$ cat config.mk
export PLATFORM = sky130hd
export DESIGN_NAME = sfr_bank
export DESIGN_NICKNAME = d
export VERILOG_FILES = /design/src/rtl/sfr_map_pkg.sv /design/src/rtl/core_ctl_pkg.sv /design/src/rtl/acc_psw_regs.sv /design/src/rtl/pointer_regs.sv /design/src/rtl/port_regs.sv /design/src/rtl/sfr_read_mux.sv /design/src/rtl/sfr_bank.sv
export SDC_FILE = /design/constraint.sdc
export NUM_CORES = 1
export LEC_CHECK = 0
export BUFFER_PORTS_ARGS = -buffer_cell sky130_fd_sc_hd__buf_2
export CORE_ASPECT_RATIO = 0.5
export CORE_MARGIN = 3
export CORE_UTILIZATION = 41
export DETAILED_ROUTE_END_ITERATION = 10
export PLACE_DENSITY = 0.66
export SLEW_MARGIN = 10
export SYNTH_ARGS = -nofsm -noshare
export SYNTH_HDL_FRONTEND = slang
export SYNTH_SLANG_ARGS = --single-unit
$ cat constraint.sdc
create_clock -name clk -period 7.7 [get_ports clk]
set_clock_uncertainty 0.2 [all_clocks]
set_input_delay 0.77 -clock clk [delete_from_list [all_inputs] [get_ports clk]]
set_output_delay 0.77 -clock clk [all_outputs]
set_load 0.02 [all_outputs]
$ cat src/rtl/sfr_map_pkg.sv
package sfr_map_pkg;

    // ------------------------------------------------------------------------
    // Data widths
    // ------------------------------------------------------------------------
    localparam int DATA_WIDTH = 8;
    localparam int WORD_WIDTH = 16;
    localparam int ADDR_WIDTH = 8;
    localparam int STEP_WIDTH = 3;

    typedef logic [DATA_WIDTH-1:0]        byte_t;
    typedef logic [WORD_WIDTH-1:0]        word_t;
    typedef logic [ADDR_WIDTH-1:0]        sfr_addr_t;
    // Stack move amount, -4 to +3
    typedef logic signed [STEP_WIDTH-1:0] stack_step_t;

    // ------------------------------------------------------------------------
    // Register addresses
    // ------------------------------------------------------------------------
    localparam sfr_addr_t ACC_ADDR    = 8'hE0;
    localparam sfr_addr_t B_ADDR      = 8'hF0;
    localparam sfr_addr_t PSW_ADDR    = 8'hD0;

    localparam sfr_addr_t SPL_ADDR    = 8'h81;
    localparam sfr_addr_t SPH_ADDR    = 8'h85;
    localparam sfr_addr_t DPL_ADDR    = 8'h82;
    localparam sfr_addr_t DPH_ADDR    = 8'h83;

    // Port output latches
    localparam sfr_addr_t P0_ADDR     = 8'h80;
    localparam sfr_addr_t P1_ADDR     = 8'h90;
    localparam sfr_addr_t P2_ADDR     = 8'hA0;
    localparam sfr_addr_t P3_ADDR     = 8'hB0;

    // Port direction registers, 1 means output
    localparam sfr_addr_t P0_DIR_ADDR = 8'hC8;
    localparam sfr_addr_t P1_DIR_ADDR = 8'hC9;
    localparam sfr_addr_t P2_DIR_ADDR = 8'hCA;
    localparam sfr_addr_t P3_DIR_ADDR = 8'hCB;

    // ------------------------------------------------------------------------
    // Reset values
    // ------------------------------------------------------------------------
    localparam word_t SP_RESET = 16'h0007;

endpackage

$ cat src/rtl/core_ctl_pkg.sv
package core_ctl_pkg;

    // ------------------------------------------------------------------------
    // Inputs from the core
    // ------------------------------------------------------------------------

    // Single register write strobe
    typedef struct packed {
        logic                   we;
        sfr_map_pkg::sfr_addr_t addr;
        sfr_map_pkg::byte_t     data;
    } sfr_write_t;

    // Flags produced by the ALU
    typedef struct packed {
        logic cy;
        logic ac;
        logic ov;
    } alu_flags_t;

    // Direct updates of ACC, PSW and SP
    typedef struct packed {
        logic                     load_a;
        sfr_map_pkg::byte_t       a_value;
        logic                     psw_flag_update;
        logic                     rlc_a;
        logic                     rrc_a;
        logic                     cy_update;
        sfr_map_pkg::stack_step_t stack_move;
    } core_update_t;

    typedef struct packed {
        logic               load;
        logic               inc;
        sfr_map_pkg::word_t value;
    } dptr_update_t;

    // ------------------------------------------------------------------------
    // Register views
    // ------------------------------------------------------------------------

    // Values the registers will hold after the current edge
    typedef struct packed {
        sfr_map_pkg::byte_t acc;
        sfr_map_pkg::byte_t b;
        sfr_map_pkg::byte_t psw;
        sfr_map_pkg::word_t dptr;
        sfr_map_pkg::byte_t spl;
    } sfr_next_t;

    // Index 0 is P0
    typedef struct packed {
        sfr_map_pkg::byte_t [3:0] latch;
        sfr_map_pkg::byte_t [3:0] dir;
    } port_view_t;

endpackage

$ cat src/rtl/acc_psw_regs.sv
module acc_psw_regs (
    input  logic                      clk,
    input  logic                      reset_n,
    input  core_ctl_pkg::sfr_write_t   write,
    input  core_ctl_pkg::alu_flags_t   flags,
    input  core_ctl_pkg::core_update_t core_ctl,
    output sfr_map_pkg::byte_t        acc,
    output sfr_map_pkg::byte_t        b,
    output sfr_map_pkg::byte_t        psw,
    output sfr_map_pkg::byte_t        acc_next,
    output sfr_map_pkg::byte_t        b_next,
    output sfr_map_pkg::byte_t        psw_next
);

    // Bit 0 of PSW is parity and is never stored
    logic [7:1] psw_hi;
    logic [7:1] psw_hi_next;
    logic       acc_we;
    logic       b_we;
    logic       psw_we;

    assign acc_we = write.we && (write.addr == sfr_map_pkg::ACC_ADDR);
    assign b_we   = write.we && (write.addr == sfr_map_pkg::B_ADDR);
    assign psw_we = write.we && (write.addr == sfr_map_pkg::PSW_ADDR);

    // ------------------------------------------------------------------------
    // Next values
    // ------------------------------------------------------------------------

    // Core load wins over a register write
    always_comb begin
        if (core_ctl.load_a) begin
            acc_next = core_ctl.a_value;
        end else if (acc_we) begin
            acc_next = write.data;
        end else begin
            acc_next = acc;
        end
    end

    assign b_next = b_we ? write.data : b;

    // Rotates take the carry from the ACC before the edge
    always_comb begin
        psw_hi_next = psw_hi;
        if (psw_we) begin
            psw_hi_next = write.data[7:1];
        end else if (core_ctl.psw_flag_update) begin
            psw_hi_next[7] = flags.cy;
            psw_hi_next[6] = flags.ac;
            psw_hi_next[2] = flags.ov;
        end else if (core_ctl.rlc_a) begin
            psw_hi_next[7] = acc[7];
        end else if (core_ctl.rrc_a) begin
            psw_hi_next[7] = acc[0];
        end else if (core_ctl.cy_update) begin
            psw_hi_next[7] = flags.cy;
        end
    end

    assign psw_next = {psw_hi_next, ^acc_next};
    assign psw      = {psw_hi, ^acc};

    // ------------------------------------------------------------------------
    // Registers
    // ------------------------------------------------------------------------
    always_ff @(posedge clk or negedge reset_n) begin
        if (!reset_n) begin
            acc    <= '0;
            b      <= '0;
            psw_hi <= '0;
        end else begin
            acc    <= acc_next;
            b      <= b_next;
            psw_hi <= psw_hi_next;
        end
    end

endmodule

$ cat src/rtl/pointer_regs.sv
module pointer_regs (
    input  logic                      clk,
    input  logic                      reset_n,
    input  core_ctl_pkg::sfr_write_t   write,
    input  core_ctl_pkg::dptr_update_t dptr_ctl,
    input  sfr_map_pkg::stack_step_t  stack_move,
    output sfr_map_pkg::word_t        dptr,
    output sfr_map_pkg::word_t        sp,
    output sfr_map_pkg::word_t        dptr_next,
    output sfr_map_pkg::byte_t        spl_next
);

    sfr_map_pkg::word_t sp_next;
    sfr_map_pkg::word_t step_ext;
    logic               dpl_we;
    logic               dph_we;
    logic               spl_we;
    logic               sph_we;

    assign dpl_we = write.we && (write.addr == sfr_map_pkg::DPL_ADDR);
    assign dph_we = write.we && (write.addr == sfr_map_pkg::DPH_ADDR);
    assign spl_we = write.we && (write.addr == sfr_map_pkg::SPL_ADDR);
    assign sph_we = write.we && (write.addr == sfr_map_pkg::SPH_ADDR);

    // ------------------------------------------------------------------------
    // Data pointer
    // ------------------------------------------------------------------------
    always_comb begin
        dptr_next = dptr;
        if (dptr_ctl.load) begin
            dptr_next = dptr_ctl.value;
        end else if (dptr_ctl.inc) begin
            dptr_next = dptr + 16'd1;
        end else if (dpl_we) begin
            dptr_next[7:0] = write.data;
        end else if (dph_we) begin
            dptr_next[15:8] = write.data;
        end
    end

    // ------------------------------------------------------------------------
    // Stack pointer
    // ------------------------------------------------------------------------

    // Sign extend the step, the sum wraps at 16 bits
    assign step_ext = {{(sfr_map_pkg::WORD_WIDTH - sfr_map_pkg::STEP_WIDTH){stack_move[2]}},
                       stack_move};

    always_comb begin
        sp_next = sp;
        if (stack_move != '0) begin
            sp_next = sp + step_ext;
        end else if (spl_we) begin
            sp_next[7:0] = write.data;
        end else if (sph_we) begin
            sp_next[15:8] = write.data;
        end
    end

    assign spl_next = sp_next[7:0];

    always_ff @(posedge clk or negedge reset_n) begin
        if (!reset_n) begin
            dptr <= '0;
            sp   <= sfr_map_pkg::SP_RESET;
        end else begin
            dptr <= dptr_next;
            sp   <= sp_next;
        end
    end

endmodule

$ cat src/rtl/port_regs.sv
module port_regs (
    input  logic                    clk,
    input  logic                    reset_n,
    input  core_ctl_pkg::sfr_write_t write,
    output core_ctl_pkg::port_view_t ports
);

    // ------------------------------------------------------------------------
    // Port latches and direction bytes
    // ------------------------------------------------------------------------

    // All directions clear to input on reset
    always_ff @(posedge clk or negedge reset_n) begin
        if (!reset_n) begin
            ports <= '0;
        end else if (write.we) begin
            case (write.addr)
                sfr_map_pkg::P0_ADDR: begin
                    ports.latch[0] <= write.data;
                end
                sfr_map_pkg::P1_ADDR: begin
                    ports.latch[1] <= write.data;
                end
                sfr_map_pkg::P2_ADDR: begin
                    ports.latch[2] <= write.data;
                end
                sfr_map_pkg::P3_ADDR: begin
                    ports.latch[3] <= write.data;
                end
                sfr_map_pkg::P0_DIR_ADDR: begin
                    ports.dir[0] <= write.data;
                end
                sfr_map_pkg::P1_DIR_ADDR: begin
                    ports.dir[1] <= write.data;
                end
                sfr_map_pkg::P2_DIR_ADDR: begin
                    ports.dir[2] <= write.data;
                end
                sfr_map_pkg::P3_DIR_ADDR: begin
                    ports.dir[3] <= write.data;
                end
                default: begin
                    // Address belongs to another group
                end
            endcase
        end
    end

endmodule

$ cat src/rtl/sfr_read_mux.sv
module sfr_read_mux (
    input  logic                         clk,
    input  logic                         reset_n,
    input  sfr_map_pkg::sfr_addr_t       read_addr,
    input  core_ctl_pkg::sfr_next_t      next_vals,
    input  sfr_map_pkg::byte_t [3:0]     pins_in,
    output sfr_map_pkg::byte_t           data_out
);

    sfr_map_pkg::byte_t read_sel;

    // ------------------------------------------------------------------------
    // Address decode
    // ------------------------------------------------------------------------

    // Register reads see the value after this edge, so a same cycle
    // write or core update shows up without a separate bypass
    always_comb begin
        case (read_addr)
            sfr_map_pkg::ACC_ADDR: begin
                read_sel = next_vals.acc;
            end
            sfr_map_pkg::B_ADDR: begin
                read_sel = next_vals.b;
            end
            sfr_map_pkg::PSW_ADDR: begin
                read_sel = next_vals.psw;
            end
            sfr_map_pkg::DPL_ADDR: begin
                read_sel = next_vals.dptr[7:0];
            end
            sfr_map_pkg::DPH_ADDR: begin
                read_sel = next_vals.dptr[15:8];
            end
            // Both SP addresses return the low byte
            sfr_map_pkg::SPL_ADDR,
            sfr_map_pkg::SPH_ADDR: begin
                read_sel = next_vals.spl;
            end
            // Ports read the pins, not the latch
            sfr_map_pkg::P0_ADDR: read_sel = pins_in[0];
            sfr_map_pkg::P1_ADDR: read_sel = pins_in[1];
            sfr_map_pkg::P2_ADDR: read_sel = pins_in[2];
            sfr_map_pkg::P3_ADDR: read_sel = pins_in[3];
            default: begin
                read_sel = '0;
            end
        endcase
    end

    // ------------------------------------------------------------------------
    // Read register
    // ------------------------------------------------------------------------
    always_ff @(posedge clk or negedge reset_n) begin
        if (!reset_n) begin
            data_out <= '0;
        end else begin
            data_out <= read_sel;
        end
    end

endmodule

$ cat src/rtl/sfr_bank.sv
module sfr_bank (
    input  logic                      clk,
    input  logic                      reset_n,
    input  core_ctl_pkg::sfr_write_t   write,
    input  sfr_map_pkg::sfr_addr_t    read_addr,
    input  core_ctl_pkg::alu_flags_t   flags,
    input  core_ctl_pkg::core_update_t core_ctl,
    input  core_ctl_pkg::dptr_update_t dptr_ctl,
    input  sfr_map_pkg::byte_t [3:0]  pins_in,
    output sfr_map_pkg::byte_t        data_out,
    output sfr_map_pkg::byte_t        acc,
    output sfr_map_pkg::byte_t        b,
    output sfr_map_pkg::byte_t        psw,
    output sfr_map_pkg::word_t        dptr,
    output sfr_map_pkg::word_t        sp,
    output core_ctl_pkg::port_view_t   ports
);

    // Next values gathered for the read path
    core_ctl_pkg::sfr_next_t next_vals;

    acc_psw_regs acc_psw_regs_i (
        .clk      (clk),
        .reset_n  (reset_n),
        .write    (write),
        .flags    (flags),
        .core_ctl (core_ctl),
        .acc      (acc),
        .b        (b),
        .psw      (psw),
        .acc_next (next_vals.acc),
        .b_next   (next_vals.b),
        .psw_next (next_vals.psw)
    );

    pointer_regs pointer_regs_i (
        .clk        (clk),
        .reset_n    (reset_n),
        .write      (write),
        .dptr_ctl   (dptr_ctl),
        .stack_move (core_ctl.stack_move),
        .dptr       (dptr),
        .sp         (sp),
        .dptr_next  (next_vals.dptr),
        .spl_next   (next_vals.spl)
    );

    port_regs port_regs_i (
        .clk     (clk),
        .reset_n (reset_n),
        .write   (write),
        .ports   (ports)
    );

    sfr_read_mux sfr_read_mux_i (
        .clk       (clk),
        .reset_n   (reset_n),
        .read_addr (read_addr),
        .next_vals (next_vals),
        .pins_in   (pins_in),
        .data_out  (data_out)
    );

endmodule

Word-level counts from Yosys, hierarchy flattened
Index checks and enable logic that the tools add are counted.
{"block": "classes", "eq_ne": 27, "addsub": 2, "muxes": 23, "reduce_logical": 21}
{"op": "8-bit == test, second input constant", "n": 26}
{"op": "8-bit case mux with 10 select lines", "n": 1}
{"op": "8-bit two-way mux", "n": 9}
{"op": "16-bit two-way mux", "n": 3}
{"op": "2-bit AND reduction", "n": 9}
{"op": "16-bit by 1-bit adder with 16-bit output, second input constant", "n": 1}
{"op": "16-bit adder", "n": 1}
{"op": "8-bit XOR reduction", "n": 2}
{"op": "1-bit two-way mux", "n": 8}
{"op": "1-bit logical AND", "n": 7}
{"op": "3-bit two-way mux", "n": 1}
{"op": "3-bit nonzero test", "n": 1}
{"op": "2-bit two-way mux", "n": 1}
{"op": "2-bit != test, second input constant", "n": 1}
{"op": "2-bit nonzero test", "n": 1}
{"op": "2-bit OR reduction", "n": 1}
{"block": "totals", "output_inout_bits": 128, "ff_bits": 127, "elab_cells": 88, "in_bits": 96}

Longest topological paths before layout
{"block": "logic_depth", "depth_word": 7, "depth_mapped": 10}

Modules after synthesis
A second synthesis with hierarchy kept.
{"block": "unflattened", "hier_cells": 695, "area_unflattened_um2": 7503.4}
{"module": "pointer_regs", "cells_each": 314, "area_each_um2": 2646.3, "seq_area_each_um2": 804.5, "instances": 1}
{"module": "port_regs", "cells_each": 143, "area_each_um2": 2493.6, "seq_area_each_um2": 1601.5, "instances": 1}
{"module": "acc_psw_regs", "cells_each": 107, "area_each_um2": 1256.2, "seq_area_each_um2": 575.6, "instances": 1}
{"module": "sfr_read_mux", "cells_each": 131, "area_each_um2": 1107.3, "seq_area_each_um2": 200.2, "instances": 1}

Least setup slack after synthesis
OpenSTA, ideal clock, no wires.
{"block": "synth_path", "path_kind": "input to register", "start": "in core_ctl[0] (netlist name)", "end": "reg pointer_regs_i.sp[10]", "path_slack_ns": 4.634, "t_required_ns": 7.364, "path_buffers": 0, "setup_time_ns": 0.136, "arrival_time_ns": 2.730, "stages": 10, "cell_sequence": "ha_1 inv_1 fa_1 nor2b_1 o21ai_0 a21boi_0 o21ai_0 a211oi_1 nor3_1 or3b_2"}
{"block": "synth_between", "elab_chain_len": 3, "word_cells_on_any_way": 6, "cone_classes": "1 x add/sub; 1 x eq/ne; 1 x mux; 3 x reduce/logical"}
{"item": "from (decl)", "line": "sfr_bank.sv:7", "rtl": "input core_ctl_pkg::core_update_t core_ctl,"}
{"item": "parallel branches: the longest is 3 deep, another holds 16-bit adder"}
{"item": "to (signal assigned)", "line": "pointer_regs.sv:65", "rtl": "sp <= sfr_map_pkg::SP_RESET;"}
{"item": "to (signal assigned)", "line": "pointer_regs.sv:68", "rtl": "sp <= sp_next;"}
{"item": "to (decl)", "line": "pointer_regs.sv:8", "rtl": "output sfr_map_pkg::word_t sp,"}
Parallel ways; which one is timed is not known.
A chain may end at the register's enable or synchronous reset.

Worst setup path after layout
{"block": "layout_path", "start": "reg pointer_regs_i.sp[0]", "end": "reg pointer_regs_i.sp[10]"}
{"block": "layout_between", "elab_chain_len": 2}
{"item": "16-bit adder", "line": "pointer_regs.sv:52", "rtl": "sp_next = sp + step_ext;"}
{"item": "16-bit two-way mux", "line": "pointer_regs.sv:51", "rtl": "if (stack_move != '0) begin"}
Every way passes these cells.

==> results by group <==
Layout
  • Antenna cells: 0
  • Commonest non-fill, non-tap cell in the layout: buf_2
  • Final core occ: 53.9%
  • Nets: 990
  • Layout cell share with drive strength beyond 1: 41.6%
  • Multi-input gate area: 3820 sq um
  • FILL cells: 1521
  • Register Area: 3180 sq um
  • Final Non-Filler Cells: 1117
  • Commonest non-fill, non-tap cells in the layout: buf_2 (222), dfrtp_1 (124), mux2_2 (86)
  • Area delta synth->final: 25.5%

CTS
  • Clk Latency, worst-skew pair: 410 ps
  • # clock sinks: 127
  • Post-CTS setup repair buffer count: 0
  • Clk root buf: clkbuf_16
  • # hold bufs at CTS: 0
  • Clk buf depth: 2
  • H-tree depth: 4
  • Reg clk slew, reported paths: 60 ps
  • Total CTS buffers: 17
  • CTS tree: built
  • Post-CTS Resized: 0

Setup path
  • Critical Path AT: 3160 ps
  • Crit end category: flip-flop
  • Worst-path cell chain: ha_1 > inv_1 > fa_1 > nor2b_1 > o21ai_0 > a21boi_0 > o21ai_0 > a211oi_1 > nor3_1 > or3b_2
  • Worst Setup SP: pointer_regs_i.sp[0]
  • CP max FO: 4
  • Slowest Stage Delay on Critical Path: 560 ps
  • Buf/Inv on CP: 1
  • Worst Path Required: 7780 ps
  • Type of the worst setup path: flip-flop to flip-flop
  • Reg2reg start: pointer_regs_i.sp[0]
  • Worst path slowest cell: dfstp_2
  • Delay-heaviest family, CP: compound AO/OA/AOI/OAI gates
  • Top cell by count, worst path: o21ai_0
  • Critical path launch point type: flip-flop

Logic synthesis
  • Post-synthesis net count: 781
  • Post-Synthesis Cells: 668
  • Syn Area/Cell: 10.8 sq um
  • EDFF count, synth: 0
  • Ys async rst share: 100%
  • Sequential cell area fraction in the yosys report: 44.0%
  • Post-Syn Area: 7220 sq um
  • Top FF cell, synth: dfrtp_1
  • Synth cell types: 75
  • Yosys warns: 0
  • Seq cells post-synth: 127

Global route
  • GR Util met2: 37.7%
  • Antenna violations before repair: 1
  • Pin count of the biggest net entering global routing: 70
  • Met1 global-route usage: 33.8%
  • Busiest grt layer: met2
  • Global-route wire length before repair: 36700 microns
  • Total grt overflow: 0
  • Vias in the first global route: 6358
  • Met3 Use GR: 5.70%
  • GRT Util Overall: 24.3%

Placement
  • Hpwl dp: 17300 microns
  • Dpl cells: 1085
  • Placement-stage worst setup slack: 4240 ps
  • Gpl congestion: 0.868
  • Port Buffers: 223

Routing
  • Via Count: 6443
  • Residual DRC: 0
  • Routed Antenna Nets: 0
  • DRT iter0 DRCs: 570
  • Vias/cell: 5.77
  • Detailed Routing Iterations Pass 1: 5
  • WL per Instance: 21.2 microns
  • Wirelength, routed: 23700 microns

STA
  • Worst-margin pin slew: 1020 ps
  • Fmax: 0.325 GHz
  • Fin. Hold Viols: 0
  • Final Critical Period: 3080 ps
  • RSZ-0062 raised after global routing: false
  • Slew HR: 31.5%
  • Final setup margin: 4620 ps
  • Setup TNS Final: 0 ps
  • Fin crit share: 40.0%
  • Final Max Slew Viols: 0
  • Final setup vio count: 0

Floorplanning
  • Chip width: 194 microns
  • Core area: 16800 sq um
  • Boundary pin count: 224
  • Die footprint: 19300 sq um
  • Std-Cell Rows: 33
  • Initial Util: 43.0%
  • DIE HEIGHT: 99.9 microns

Pwr
  • Leakage power: 4.64 nW
  • VDD IR max: 180 uV
  • Pwr Density: 264 nW/um^2

Outcome
  • Status: complete, no violations

Run
  • Max_cap viols: 0

Min path
  • Hold Crit Class: input pin to async pin
## routing by layer
layer | vias to the layer above | part of all wire (%)
met3 | 46 | 7.1
met5 | - | 0.055
li1 | 2935 | -
met4 | 2 | 2.4
met1 | 3212 | 45
met2 | 248 | 46
## final timing paths
check / end / slack (ps) / depth (start not counted)
worst min-delay path: pointer_regs_i.sp[11] / 250 / 1
worst max register to register: pointer_regs_i.sp[10] / 4620 / 10
worst min register to register: port_regs_i.ports[30] / 300 / 1
worst max-delay path: pointer_regs_i.sp[10] / 4620 / 10
min in group clk: port_regs_i.ports[30] / 300 / 1
max in group asynchronous: acc_psw_regs_i.acc[4] / 5680 / 2
## synthesized netlist by cell type, types with 3 or more instances
master    instances  area, sq um
dfrtp_1         124         3100
mux2_2           86          968
nor2_1           49          184
nand2_1          39          146
clkbuf_1         29          109
mux2i_1          29          290
a21oi_1          22          110
o21ai_0          21          105
inv_1            18         67.6
a221o_1          16          160
ha_1             16          200
nand3_1          14         70.1
nand4_1          14         87.6
xnor2_1          13          114
o31ai_1          12         90.1
a21o_1           11         82.6
a31oi_1          11         68.8
and3_1           10         62.6
nor3_1           10         50.1
a211oi_1          8         60.1
or3_1             7         43.8
xor2_1            7         61.3
a221oi_1          5         43.8
nor3b_1           5         37.5
o211ai_1          5         37.5
nor2b_1           4         25.0
nor4_1            4         25.0
a22o_1            3         26.3
a22oi_1           3         22.5
a31o_2            3         26.3
and2_1            3         18.8
and4_1            3         26.3
buf_2             3         15.0
dfstp_2           3         78.8
nand2b_1          3         18.8
nand3_4           3         52.6
o22ai_1           3         18.8
## layout make-up
type / count / share of cell area, %
flip-flops and latches: 127 / 35.1
inverters: 19 / 0.787
well taps: 227 / 3.13
clock buffers: 17 / 4.69
repair buffers: 225 / 12.5
clock inverters: 15 / 1.57
multi-input cells: 487 / 42.2
## logic make-up after synthesis
kind of cell	after synthesis	synth area share (%)
compound gates	141	14.0
xor+xnor	21	2.74
fa+ha+maj	17	3.05
buf+inv	54	3.01
flops	127	44.0
mux	116	17.7
simple gates	192	15.4
## power breakdown
group	leakage (nW)	total, W	internal [W]	switching (W)
Sequential	1.66	0.000827	0.000754	0.0000728
Combinational	2.71	0.000787	0.000324	0.000464
Clock	0.276	0.000779	0.000429	0.000350
Total	4.64	0.00239	0.00151	0.000887
## state kept, by name (all words and copies together) (netlist names)
register / flops
acc_psw_regs_i.b: 8
sfr_read_mux_i.data_out: 8
pointer_regs_i.sp: 16
acc_psw_regs_i.psw_hi: 7
pointer_regs_i.dptr: 16
acc_psw_regs_i.acc: 8
port_regs_i.ports: 64
## worst reg2reg max path, stage by stage (launching register included)
cell and delay, ps:
dfstp_2 560, ha_1 160, inv_1 50, fa_1 390, nor2b_1 120, o21ai_0 100
a21boi_0 240, o21ai_0 220, a211oi_1 380, nor3_1 90, or3b_2 440
## metrics by stage
step | area (sq um) | hold WS (ps) | power [W]
floorplan | 7220 | 274 | 0.00137
global placement | 8500 | 284 | 0.00161
detailed placement | 8500 | 290 | 0.00162
CTS | 9060 | 291 | 0.00241
global route | 9060 | 317 | 0.00253
finish | 9060 | 247 | 0.00239
No activity file was read; power rests on OpenSTA's default activity.
